[config.mk]
export PLATFORM = sky130hd
export DESIGN_NAME = stream_cipher_top
export DESIGN_NICKNAME = d
export VERILOG_FILES = /design/src/rtl/cipher_pkg.sv /design/src/rtl/ks_fifo.sv /design/src/rtl/ks_sequencer.sv /design/src/rtl/stream_cipher_top.sv /design/src/rtl/stream_xor.sv /design/src/rtl/trivium.sv
export VERILOG_INCLUDE_DIRS = /design/src /design/src/include
export SDC_FILE = /design/constraint.sdc
export NUM_CORES = 1
export LEC_CHECK = 0
export ABC_AREA = 1
export BUFFER_PORTS_ARGS = -buffer_cell sky130_fd_sc_hd__clkbuf_2
export CORE_MARGIN = 4
export CORE_UTILIZATION = 46
export CTS_CLUSTER_SIZE = 16
export DETAILED_ROUTE_END_ITERATION = 10
export MAX_ROUTING_LAYER = met4
export PLACE_DENSITY = 0.72
export SYNTH_ARGS = -nofsm -noshare
export SYNTH_HDL_FRONTEND = slang
export SYNTH_SLANG_ARGS = --single-unit
[constraint.sdc]
create_clock -name clk -period 10.1 [get_ports clk]
set_input_delay 1.515 -clock clk [delete_from_list [all_inputs] [get_ports clk]]
set_output_delay 1.515 -clock clk [all_outputs]
set_load 0.1 [all_outputs]
[src/include/stream_defs.svh]
`ifndef STREAM_DEFS_SVH
`define STREAM_DEFS_SVH

// key and iv share one width
`define IV_WIDTH 80

// three shift registers of 93, 84 and 111 bits
`define STATE_WIDTH 288

// 4 x 288 single-bit rounds before any output
`define SETUP_ROUNDS 1152

// a power of two of at least 4
`define KS_FIFO_DEPTH 8

// fill count has to hold the full value too
`define KS_FIFO_CNT_W ($clog2(`KS_FIFO_DEPTH) + 1)

`endif

[src/rtl/cipher_pkg.sv]
`include "stream_defs.svh"

package cipher_pkg;

    // core phase driven by the sequencer
    typedef enum logic [1:0] {
        IDLE  = 2'd0,   // reload from key/iv
        SETUP = 2'd1,   // warm-up at one bit per cycle
        GEN   = 2'd2    // one keystream byte per cycle
    } trivium_state_t;

    typedef struct packed {
        logic [`IV_WIDTH-1:0] key;
        logic [`IV_WIDTH-1:0] iv;
    } key_iv_t;

    typedef struct packed {
        logic [7:0] data;   // bit 0 is the first output bit
        logic       valid;
    } ks_byte_t;

    typedef struct packed {
        logic [7:0] data;
        logic       strobe;
    } pt_byte_t;

    typedef struct packed {
        logic [7:0] data;
        logic       valid;
    } ct_byte_t;

endpackage

[src/rtl/ks_fifo.sv]
`include "stream_defs.svh"

module ks_fifo
    import cipher_pkg::*;
(
    input  logic                      clk,
    input  logic                      rst,
    input  logic                      flush,
    input  ks_byte_t                  push_data,
    input  logic                      pop,
    output logic [7:0]                head,
    output logic                      empty,
    output logic [`KS_FIFO_CNT_W-1:0] fill
);

    localparam int DEPTH = `KS_FIFO_DEPTH;
    localparam int PTR_W = $clog2(DEPTH);
    localparam int CNT_W = `KS_FIFO_CNT_W;

    localparam logic [CNT_W-1:0] FULL = CNT_W'(DEPTH);

    logic [7:0]       mem [DEPTH];
    logic [PTR_W-1:0] wr_ptr;
    logic [PTR_W-1:0] rd_ptr;
    logic             do_push;
    logic             do_pop;

    // flush beats a push or pop on the same edge
    assign do_push = push_data.valid && !flush;
    assign do_pop  = pop && !flush;

    assign head  = mem[rd_ptr];
    assign empty = (fill == '0);

    always_ff @(posedge clk) begin
        if (do_push) begin
            mem[wr_ptr] <= push_data.data;
        end
    end

    always_ff @(posedge clk) begin
        if (rst || flush) begin
            wr_ptr <= '0;
            rd_ptr <= '0;
            fill   <= '0;
        end else begin
            if (do_push) begin
                wr_ptr <= wr_ptr + 1'b1;   // wraps since depth is a power of two
            end
            if (do_pop) begin
                rd_ptr <= rd_ptr + 1'b1;
            end
            case ({do_push, do_pop})
                2'b10:   fill <= fill + 1'b1;
                2'b01:   fill <= fill - 1'b1;
                default: fill <= fill;
            endcase
        end
    end

    // stall from the sequencer must keep the core from overrunning us
    a_no_push_full: assert property (@(posedge clk) disable iff (rst)
        do_push |-> fill != FULL)
        else $error("ks_fifo: push while full");

    a_no_pop_empty: assert property (@(posedge clk) disable iff (rst)
        do_pop |-> !empty)
        else $error("ks_fifo: pop while empty");

endmodule

[src/rtl/ks_sequencer.sv]
`include "stream_defs.svh"

module ks_sequencer
    import cipher_pkg::*;
(
    input  logic                      clk,
    input  logic                      rst,
    input  logic                      start,
    input  key_iv_t                   key_iv_in,
    input  logic [`KS_FIFO_CNT_W-1:0] fill,
    output trivium_state_t            phase,
    output key_iv_t                   key_iv,
    output logic                      stall,
    output logic                      flush
);

    localparam int CNT_W  = $clog2(`SETUP_ROUNDS + 1);   // 11 bits
    localparam int FILL_W = `KS_FIFO_CNT_W;

    localparam logic [CNT_W-1:0]  LAST_ROUND  = CNT_W'(`SETUP_ROUNDS - 1);
    localparam logic [FILL_W-1:0] STALL_LEVEL = FILL_W'(`KS_FIFO_DEPTH - 1);

    logic [CNT_W-1:0] round_cnt;
    logic             restart;   // cycle after start when the core reloads

    assign flush = restart;

    // keep one slot free for the byte in the core output register
    assign stall = (fill >= STALL_LEVEL);

    always_ff @(posedge clk) begin
        if (start) begin
            key_iv <= key_iv_in;
        end
    end

    always_ff @(posedge clk) begin
        if (rst) begin
            phase     <= IDLE;
            round_cnt <= '0;
            restart   <= 1'b0;
        end else begin
            restart <= start;
            if (start) begin
                phase     <= IDLE;
                round_cnt <= '0;
            end else if (restart) begin
                phase <= SETUP;
            end else if (phase == SETUP) begin
                if (round_cnt == LAST_ROUND) begin
                    phase     <= GEN;
                    round_cnt <= '0;
                end else begin
                    round_cnt <= round_cnt + 1'b1;
                end
            end
        end
    end

    a_round_cnt_range: assert property (@(posedge clk) disable iff (rst)
        round_cnt <= CNT_W'(`SETUP_ROUNDS))
        else $error("ks_sequencer: round counter past SETUP_ROUNDS");

endmodule

[src/rtl/stream_cipher_top.sv]
`include "stream_defs.svh"

module stream_cipher_top
    import cipher_pkg::*;
(
    input  logic     clk,
    input  logic     rst,
    input  logic     start,
    input  key_iv_t  key_iv,
    input  pt_byte_t pt,
    output logic     ready,
    output ct_byte_t ct
);

    trivium_state_t            phase;
    key_iv_t                   core_key_iv;
    logic                      stall;
    logic                      flush;
    ks_byte_t                  ks;
    logic [7:0]                head;
    logic                      empty;
    logic                      pop;
    logic [`KS_FIFO_CNT_W-1:0] fill;

    assign ready = !empty;

    ks_sequencer u_seq (
        .clk       (clk),
        .rst       (rst),
        .start     (start),
        .key_iv_in (key_iv),
        .fill      (fill),
        .phase     (phase),
        .key_iv    (core_key_iv),
        .stall     (stall),
        .flush     (flush)
    );

    trivium u_core (
        .clk    (clk),
        .rst    (rst),
        .phase  (phase),
        .key_iv (core_key_iv),
        .stall  (stall),
        .ks     (ks)
    );

    ks_fifo u_fifo (
        .clk       (clk),
        .rst       (rst),
        .flush     (flush),
        .push_data (ks),
        .pop       (pop),
        .head      (head),
        .empty     (empty),
        .fill      (fill)
    );

    stream_xor u_xor (
        .clk   (clk),
        .rst   (rst),
        .pt    (pt),
        .head  (head),
        .empty (empty),
        .pop   (pop),
        .ct    (ct)
    );

endmodule

[src/rtl/stream_xor.sv]
module stream_xor
    import cipher_pkg::*;
(
    input  logic       clk,
    input  logic       rst,
    input  pt_byte_t   pt,
    input  logic [7:0] head,
    input  logic       empty,
    output logic       pop,
    output ct_byte_t   ct
);

    // head byte is used and released on the strobe cycle
    assign pop = pt.strobe;

    always_ff @(posedge clk) begin
        if (pt.strobe) begin
            ct.data <= pt.data ^ head;
        end
        if (rst) begin
            ct.valid <= 1'b0;
        end else begin
            ct.valid <= pt.strobe;
        end
    end

    // sender has to wait for ready at the top
    a_strobe_needs_ks: assert property (@(posedge clk) disable iff (rst)
        pt.strobe |-> !empty)
        else $error("stream_xor: plaintext strobe with no keystream buffered");

endmodule

[src/rtl/trivium.sv]
`include "stream_defs.svh"

module trivium
    import cipher_pkg::*;
(
    input  logic           clk,
    input  logic           rst,
    input  trivium_state_t phase,
    input  key_iv_t        key_iv,
    input  logic           stall,
    output ks_byte_t       ks
);

    localparam int SW = `STATE_WIDTH;

    // register a is 92..0, b is 176..93, c is 287..177
    localparam int A_TOP = 92;
    localparam int B_LO  = 93;
    localparam int B_TOP = 176;
    localparam int C_LO  = 177;

    logic [SW-1:0] s_q;
    logic [SW-1:0] s_d;
    logic [SW-1:0] s_load;
    logic [7:0]    z;
    logic          hold;
    logic          gen_step;

    // one round with z_bit taken before the and-terms are folded in
    function automatic logic [SW-1:0] trivium_round(
        input  logic [SW-1:0] s,
        output logic          z_bit
    );
        logic t1;
        logic t2;
        logic t3;
        t1    = s[65] ^ s[92];
        t2    = s[161] ^ s[176];
        t3    = s[242] ^ s[287];
        z_bit = t1 ^ t2 ^ t3;
        t1    = t1 ^ (s[90] & s[91]) ^ s[170];
        t2    = t2 ^ (s[174] & s[175]) ^ s[263];
        t3    = t3 ^ (s[285] & s[286]) ^ s[68];
        // each register shifts up by one with feedback entering at the bottom
        return {s[SW-2:C_LO], t2, s[B_TOP-1:B_LO], t1, s[A_TOP-1:0], t3};
    endfunction

    // key low in a, iv low in b and three ones on top of c
    always_comb begin
        s_load                       = '0;
        s_load[`IV_WIDTH-1:0]        = key_iv.key;
        s_load[B_LO +: `IV_WIDTH]    = key_iv.iv;   // bit 173 stays zero
        s_load[SW-1:SW-3]            = 3'b111;
    end

    always_comb begin
        logic [SW-1:0] s;
        logic          z_bit;
        s     = s_q;
        z     = '0;
        z_bit = 1'b0;
        case (phase)
            SETUP: begin
                s = trivium_round(s, z_bit);   // output discarded in warm-up
            end
            GEN: begin
                for (int k = 0; k < 8; k++) begin
                    s    = trivium_round(s, z_bit);
                    z[k] = z_bit;
                end
            end
            default: begin
                s = s_load;
            end
        endcase
        s_d = s;
    end

    // stall only matters while producing bytes
    assign hold     = (phase == GEN) && stall;
    assign gen_step = (phase == GEN) && !stall;

    always_ff @(posedge clk) begin
        if (!hold) begin
            s_q <= s_d;
        end
    end

    always_ff @(posedge clk) begin
        ks.data <= z;
        if (rst) begin
            ks.valid <= 1'b0;
        end else begin
            ks.valid <= gen_step;
        end
    end

    // a fresh warm-up always goes through a reload
    a_gen_not_to_setup: assert property (@(posedge clk) disable iff (rst)
        phase == GEN |=> phase != SETUP)
        else $error("trivium: phase went from GEN to SETUP without IDLE");

endmodule

==> results of run 1 <==
-- metrics by stage --
stage,setup slack [ns],cells,hold slack [ns],util [%]
detailed placement,6.34,3005,0.461,49.2
CTS,6.36,3109,0.473,52.5
global route,6.06,3109,0.495,52.5
floorplan,2.23,2257,0.433,-
finish,6.34,3109,0.481,52.5
global placement,6.39,3005,0.445,49.2
-- per-layer routing --
metal	track usage, %	wire, µm	vias up
li1	-	-	8022
met1	25.9	23500	7989
met2	30.0	25900	580
met3	2.47	3260	69
met4	4.95	1090	0
met5	-	0	-
-- logic make-up (layout without fill, tap and decap cells) --
family | after synthesis | in the layout | synth area share [%]
flip-flops | 557 | 557 | 67.8
AND/OR/NAND/NOR | 889 | 889 | 14.4
adder cells (fa/ha/maj) | 8 | 8 | 0.415
AO/OA/AOI/OAI | 525 | 525 | 11.1
XOR/XNOR | 62 | 62 | 2.25
buffers and inverters | 216 | 388 | 4.08
-- synth_stat cells (2+ instances only) --
library cell,n
buf_2,67
o21ai_1,30
inv_1,88
buf_4,15
nand4_1,5
dfxtp_1,37
clkbuf_1,30
o21ai_0,20
nor2_2,3
nand3b_1,8
ha_1,8
inv_2,3
edfxtp_1,520
nand2_1,577
nor2_1,242
xor2_1,38
nand3_1,48
clkbuf_2,2
buf_1,7
buf_6,4
a21oi_1,463
xnor2_1,24
o211ai_1,6
a221o_1,3
-- power groups by stage --
stage | clock, mW | sequential (mW) | combinational (mW)
2_1_floorplan | 0 | 2.76 | 0.177
5_1_grt | 2.13 | 2.74 | 0.334
4_1_cts | 2.04 | 2.73 | 0.299
3_5_place_dp | 0 | 2.78 | 0.298
6_report | 1.99 | 2.73 | 0.298
3_3_place_gp | 0 | 2.78 | 0.291
-- registers in the layout (all words and copies together), names as in the netlist, named ones only --
register and count:
u_core.ks 9, u_seq.key_iv 160, u_fifo.fill 4, u_fifo.wr_ptr 3, u_seq.flush 1, u_seq.round_cnt 11, u_xor.ct 9, u_seq.phase 2
u_fifo.rd_ptr 3, u_fifo.mem 64, u_core.s_q 288
-- cell type report --
class,count,area share [%]
multi-input combinational,1484,25.1
sequential,557,60.3
clock inverter,39,1.17
timing repair buffer,193,3.74
tap,680,3.14
clock buffer,65,5.29
inverter,91,1.27
-- worst max path at each step --
stage                   startpoint        endpoint  slack [ns]  cells after the start
floorplan           u_seq.phase[0]   u_core.s_q[0]        2.23                      6
global placement    u_seq.phase[0]  u_core.s_q[93]        6.39                      8
detailed placement  u_seq.phase[0]   u_core.s_q[0]        6.34                      8
CTS                 u_seq.phase[0]   u_core.s_q[0]        6.36                      8
global route        u_seq.phase[0]  u_core.s_q[93]        6.06                      8
finish              u_seq.phase[0]   u_core.s_q[0]        6.34                      8
-- worst register-to-register path: cells and delay by family (launching register included) --
family,cells,cell delay [ns]
buf+inv,3,2.10
fa+ha+maj,1,0.72
simple gates,4,0.50
flops,1,0.34
-- cells in the final DEF, fill, tap and decap left out, types with 2 or more instances in the layout --
cell,synthesis,final
clkinvlp_4,0,2
ha_1,8,6
ha_4,0,2
a221o_1,3,3
xor2_1,38,38
clkbuf_1,30,9
o21ai_1,30,30
edfxtp_1,520,520
bufinv_16,0,4
inv_2,3,2
nor2_1,242,242
o21ai_0,20,20
a21oi_1,463,463
buf_4,15,11
clkinv_2,0,11
clkinv_1,0,18
clkbuf_16,0,56
o211ai_1,6,6
nand2_1,577,576
inv_1,88,88
xnor2_1,24,24
nand4_1,5,5
inv_6,0,2
clkbuf_2,2,180
nor2_2,3,3
nand3_1,48,48
nand3b_1,8,8
dfxtp_1,37,37
==> summary.md, run 1 <==
| Metric | Value |
|---|---|
| Synth area leader | edfxtp_1 |
| Multi-input combinational cell area | 6800 µm² |
| Slowest cell on crit path | buf_4 |
| Critical Path AT | 4.24 ns |
| TritonRoute pass-1 iters | 6 |
| PwrDens | 185 nW/µm² |
| Clock-pin slew on the worst setup and hold paths | 0.06 ns |
| # diodes | 0 |
| Placed cell area | 25400 µm² |
| Synth async-reset ratio | 0% |
| Worst setup EP type | register |
| Clk root buf | clkbuf_16 |
| Setup tns final | 0 ns |
| CP bufs+invs | 3 |
| Worst R2R End | u_core.s_q[0] |
| Vias after detailed routing | 16700 |
| Worst-path cell chain | inv_1, ha_4, buf_4, buf_4, nand3_1, nand2_1, nand2_1, nand2_1 |
| Leak | 10.1 nW |
| Clock power frac | 39.7% |
| DR WL/cell | 17.3 µm |
| Die ar. | 56100 µm² |
| GRT overflow | 0 |
| Synthesized flop and latch total | 557 |
| Post-synthesis area per instance | 10.7 µm² |
| First-pass GRT wire length | 84200 µm |
| DPL Wire Length | 34200 µm |
| Worst-Skew Late Latency | 0.62 ns |
| F_max | 266 MHz |
| Crit-path max cell delay | 0.98 ns |
| Vias/cell | 5.36 |
| Number of distinct library cells after synthesis | 33 |
| Sequential share of the synthesized area | 67.8% |
| H-tree depth | 2 |
| Synth top area share | 64.8% |
| FP Rows | 83 |
| Chip Width | 237 µm |
| Final nets | 2563 |
| Vias in the first global route | 16100 |
| Largest net degree at the start of global routing | 194 |
| Final hold vios | 0 |
| WL final | 53700 µm |
| RR Startpoint | u_seq.phase[0] |
| Logic gate share of total power | 5.9% |
| Gr usage total | 18.9% |
| Critical Path Fanout Max | 110 |
| Worst-margin pin slew | 1.18 ns |
| Peak VDD IR | 0.155 mV |
| CTS hold repair buffers | 0 |
| Tcrit/Tclk final | 37.2% |
| HP Start | u_fifo.rd_ptr[2] |
| Worst slew margin | 21.2% |
| Syn-to-layout area delta | 12.5% |
| PnR Total Power | 5.02 mW |
| Max Cap Viol | 0 |
| Post-DRT Antenna Nets | 0 |
| Launching element type of the critical path | register |
| Reg power frac | 54.4% |
| Synth Cell Area | 24100 µm² |
| I/O Buffers | 181 |
| Status | finished, final reports clean |
| Pins Over Slew Limit | 0 |
| Area of the core | 51600 µm² |
| Synth Net Count | 2437 |
| Top Family by Delay on Critical Path | buffers and inverters |
| Synth area leaders | edfxtp_1, a21oi_1, nand2_1 |
| Required time worst endpoint | 10.58 ns |
| Most frequent CP cell | nand2_1 |
| IO Count | 182 |
| CTS tree | built |
| Ys Warns | 0 |
| Gpl congestion | 0.847 |
| Ys flop type | edfxtp_1 |
| Psw | 1.15 mW |
| Share of cells above drive strength 1 | 11.6% |
| Initial core utilization | 46.7% |
| Setup Viol. Count Final | 0 |
| Crit path time final | 3.76 ns |
| Die height | 237 µm |
| Fill count | 4425 |
| R2R depth | 8 |
| FF/Latch Area | 16400 µm² |
| Hold path depth | 2 |
| HP Class | reg2reg |
| Clk sinks | 557 |
| Pint | 3.87 mW |
| Drt first-iter violations | 1883 |
| # resized after CTS | 0 |
| Clock skew | 0.0309 ns |
| Num CTS Buffers | 56 |
| Number of enable flip-flop cells after synthesis | 520 |
| Net switching fraction of the power | 22.9% |
| Hold Crit Endpoint | u_fifo.rd_ptr[2] |
| Drt drc | 0 |
| Post-CTS Setup Inserts | 0 |
| Setup slack, reg-to-reg | 6.34 ns |
| Initial antenna violation count | 0 |
| Final Cell Area | 27100 µm² |
| Category of the most critical setup path | reg2reg |
| RSZ-0062 raised after global routing | false |
| Clk buf depth | 3 |
| Post-Syn Instances | 2257 |
No activity file was read; power rests on OpenSTA's default activity.
==> run 2: changes to the inputs <==
--- a/config.mk
+++ b/config.mk
@@ -6,14 +6,14 @@
 export SDC_FILE = /design/constraint.sdc
 export NUM_CORES = 1
 export LEC_CHECK = 0
-export ABC_AREA = 1
+export ABC_AREA = 0
 export BUFFER_PORTS_ARGS = -buffer_cell sky130_fd_sc_hd__clkbuf_2
 export CORE_MARGIN = 4
 export CORE_UTILIZATION = 46
 export CTS_CLUSTER_SIZE = 16
 export DETAILED_ROUTE_END_ITERATION = 10
 export MAX_ROUTING_LAYER = met4
-export PLACE_DENSITY = 0.72
+export PLACE_DENSITY = 0.74
 export SYNTH_ARGS = -nofsm -noshare
 export SYNTH_HDL_FRONTEND = slang
 export SYNTH_SLANG_ARGS = --single-unit
==> constraint.sdc (replaced) <==
create_clock -name clk -period 3.4 [get_ports clk]
set_input_delay 0.51 -clock clk [delete_from_list [all_inputs] [get_ports clk]]
set_output_delay 0.51 -clock clk [all_outputs]
set_load 0.1 [all_outputs]
==> run 2 against run 1 <==
Critical path depth decreased by 3. Final area down 2.7%. Area after synthesis shrank 4.3%. Via count fell by 15%. Highest routed layer unchanged. Clock power rose to 3.1 times the previous value. Clock skew down 0.011 ns. Global-route usage is 0.47 points lower. Synthesized cell count down 26%. Critical endpoint is now u_core.s_q[23]. Power increased to 3.0 times the previous value. Fmax rose by 56%.
==> summary.md, run 2 <==
| Metric | Value |
|---|---|
| Status | finished, final reports clean |
| Drt drc | 0 (unchanged) |
| Reg with most FFs | u_core.s_q |
| Gr usage total | 18.4% (-0.47 points) |
| CTS tree | built |
| Num CTS Buffers | 54 (-3.6%) |
| Die height | 232 µm (-2.1%) |
| Required time worst endpoint | 3.81 ns (-6.77 ns) |
| Most frequent cell after synthesis | edfxtp_1 |
| Share of cells above drive strength 1 | 15.9% (+4.4 points) |
| PnR Total Power | 15.0 mW (+200%) |
| F_max | 414 MHz (+56%) |
| Final hold vios | 0 (unchanged) |
| Worst setup EP type | register |
| First-pass GRT wire length | 77300 µm (-8.2%) |
| Chip Width | 232 µm (-2.1%) |
| Synthesized flop and latch total | 557 (unchanged) |
| Final nets | 1986 (-23%) |
| Most common cell after layout, fill and taps aside | edfxtp_1 |
| RSZ-0062 raised after global routing | false |
| Clk root buf | clkbuf_16 |
| Setup Viol. Count Final | 0 (unchanged) |
| Worst-Skew Late Latency | 0.60 ns (-0.02 ns) |
| Clk buf depth | 3 (unchanged) |
| Max Cap Viol | 0 (unchanged) |
| R2R depth | 5 (-3) |
| Largest registers | u_core.s_q (288), u_seq.key_iv (160), u_fifo.mem (64) |
| PwrDens | 567 nW/µm² (+210%) |
| Hold path depth | 1 (-1) |
| Worst R2R End | u_core.s_q[23] |
| TritonRoute pass-1 iters | 6 (unchanged) |
| Critical Path AT | 2.82 ns (-1.42 ns) |
| Max reg flops | 288 (unchanged) |
| Category of the most critical setup path | reg2reg |
| Synth area leader | edfxtp_1 |
| Synth Net Count | 1846 (-24%) |
| Syn-to-layout area delta | 14.3% |
| Largest net degree at the start of global routing | 225 (+16%) |
| HP Class | in2reg |
| Clock skew | 0.0202 ns (-0.0107 ns) |
| Number of distinct library cells after synthesis | 43 (+30%) |
| Ys flop type | edfxtp_1 |
| Sequential share of the synthesized area | 70.9% (+3.0 points) |
| Tcrit/Tclk final | 71.0% (+34 points) |
| Vias in the first global route | 13900 (-13%) |
| Post-synthesis area per instance | 13.9 µm² (+30%) |
| Area of the core | 49300 µm² (-4.6%) |
| Pins Over Slew Limit | 0 (unchanged) |
| Drt first-iter violations | 1823 (-3.2%) |
| Slowest cell on crit path | buf_12 |
| H-tree depth | 2 (unchanged) |
| WL final | 49200 µm (-8.2%) |
| List of most frequent post-synthesis cells | edfxtp_1, a22oi_1, nand2_1 |
| RR Startpoint | u_seq.phase[0] |
| CTS hold repair buffers | 0 (unchanged) |
| I/O Buffers | 181 (unchanged) |
| Post-DRT Antenna Nets | 0 (unchanged) |
| Worst slew margin | 31.8% (+11 points) |
| Worst-margin pin slew | 1.02 ns (-0.159 ns) |
| GRT overflow | 0 (unchanged) |
| Ys Warns | 0 (unchanged) |
| Gpl congestion | 0.824 (-2.6%) |
| Setup tns final | 0 ns (unchanged) |
| Crit-path max cell delay | 0.61 ns (-0.37 ns) |
| Most frequent cells in the layout | edfxtp_1, a22oi_1, nand2_1 |
| Fill count | 3989 (-9.9%) |
| IO Count | 182 (unchanged) |
| Die ar. | 53800 µm² (-4.1%) |
| Pre-CTS setup slack | 0.959 ns (-5.38 ns) |
| Hold Crit Endpoint | u_seq.key_iv[147] |
| FP Rows | 81 (-2.4%) |
| Synth area leaders | edfxtp_1, a22oi_1, o21ai_0 |
| Critical Path Fanout Max | 192 (+75%) |
| Post-CTS Setup Inserts | 0 (unchanged) |
| Clock-pin slew on the worst setup and hold paths | 0.06 ns (about the same) |
| Initial antenna violation count | 0 (unchanged) |
| Crit path time final | 2.41 ns (-1.34 ns) |
| Synth Cell Area | 23100 µm² (-4.3%) |
| Peak VDD IR | 0.391 mV (+150%) |
| Worst-path cell chain | inv_1, ha_4, buf_12, a22oi_1, o21ai_0 |
| Synth async-reset ratio | 0% (unchanged) |
| Setup slack, reg-to-reg | 0.99 ns (-5.36 ns) |
| Synth top area share | 67.6% (+2.9 points) |
| # resized after CTS | 0 (unchanged) |
| # diodes | 0 (unchanged) |
| Clk sinks | 557 (unchanged) |
| Vias after detailed routing | 14200 (-15%) |
| DPL Wire Length | 31600 µm (-7.6%) |
| Post-Syn Instances | 1666 (-26%) |
| Launching element type of the critical path | register |
| Leak | 9.34 nW (-7.1%) |
| Vias/cell | 5.66 (+5.6%) |
| DR WL/cell | 19.6 µm (+13%) |
| Number of enable flip-flop cells after synthesis | 520 (unchanged) |
| HP Start | key_iv[147] |
| Initial core utilization | 46.9% (+0.15 points) |
| Final WS setup | 0.985 ns (-5.36 ns) |
| Final Util | 53.6% (+1.0 points) |
[run 2: changes by cell type after synthesis, moves of 36 or more]
cell	before	now
o21ai_0	20	161
a22oi_1	0	275
nand3_1	48	6
inv_1	88	7
nor2_1	242	150
a21oi_1	463	4
clkbuf_1	30	66
xnor2_1	24	72
nand2_1	577	184
[run 2: logic make-up (layout without fill, tap and decap cells)]
kind of cell	count (synthesis)	after routing	share of synthesized area [%]
AOI/OAI and AO/OA	457	457	13.2
xor gates and xnor gates	108	108	4.29
adders and majority gates	8	8	0.434
buffers and inverters	125	309	2.33
DFF	557	557	70.9
muxes	27	27	2.14
and+or+nand+nor	384	384	6.78
[run 2: area by class of cell]
type	instances	area, µm²	share of cell area [%]
sequential	557	16400	62.0
inverter	7	26.3	0.0996
tap	664	831	3.15
clock buffer	70	1430	5.43
timing repair buffer	202	1140	4.34
multi-input combinational	984	6230	23.6
clock inverter	30	368	1.39
[run 2: how the worst max path moves through the flow]
stage                         startpoint              to  slack (ns)
after floorplan           u_seq.phase[0]   u_core.s_q[0]        0.52
after global placement             pt[0]  u_fifo.fill[2]        1.03
after detailed placement           pt[0]  u_fifo.fill[2]        0.96
after CTS                 u_fifo.fill[2]           ready        1.00
after global routing      u_seq.phase[0]  u_core.s_q[50]        0.85
final                     u_seq.phase[0]  u_core.s_q[23]        0.99
[run 2: layer usage]
metal	track usage, %	vias up	part of all wire [%]
li1	-	6624	-
met1	26.1	7026	44
met2	28.4	500	48
met3	2.80	74	6.1
met4	4.43	0	2.2
met5	-	-	0
[run 2: power by group]
group          total [mW]  switching [mW]  internal [mW]
logic               0.750           0.451          0.299
clock network        6.13            2.54           3.59
registers            8.09           0.234           7.85
total                15.0            3.22           11.7
[run 2: metrics by stage]
| step | hold WS (ns) | cells | instance area, µm² |
|---|---|---|---|
| after global placement | 0.498 | 2414 | 24600 |
| after global routing | 0.0584 | 2514 | 26400 |
| final | 0.0819 | 2514 | 26400 |
| after detailed placement | 0.512 | 2414 | 24600 |
| after floorplan | 0.462 | 1666 | 23100 |
| after CTS | 0.0517 | 2514 | 26400 |
[run 2: worst max-delay path: cells and delay by family, from the launching register on]
family          cells  cell delay [ns]
compound gates      2             0.42
fa+ha+maj           1             0.53
buf+inv             2             0.72
flops               1             0.34
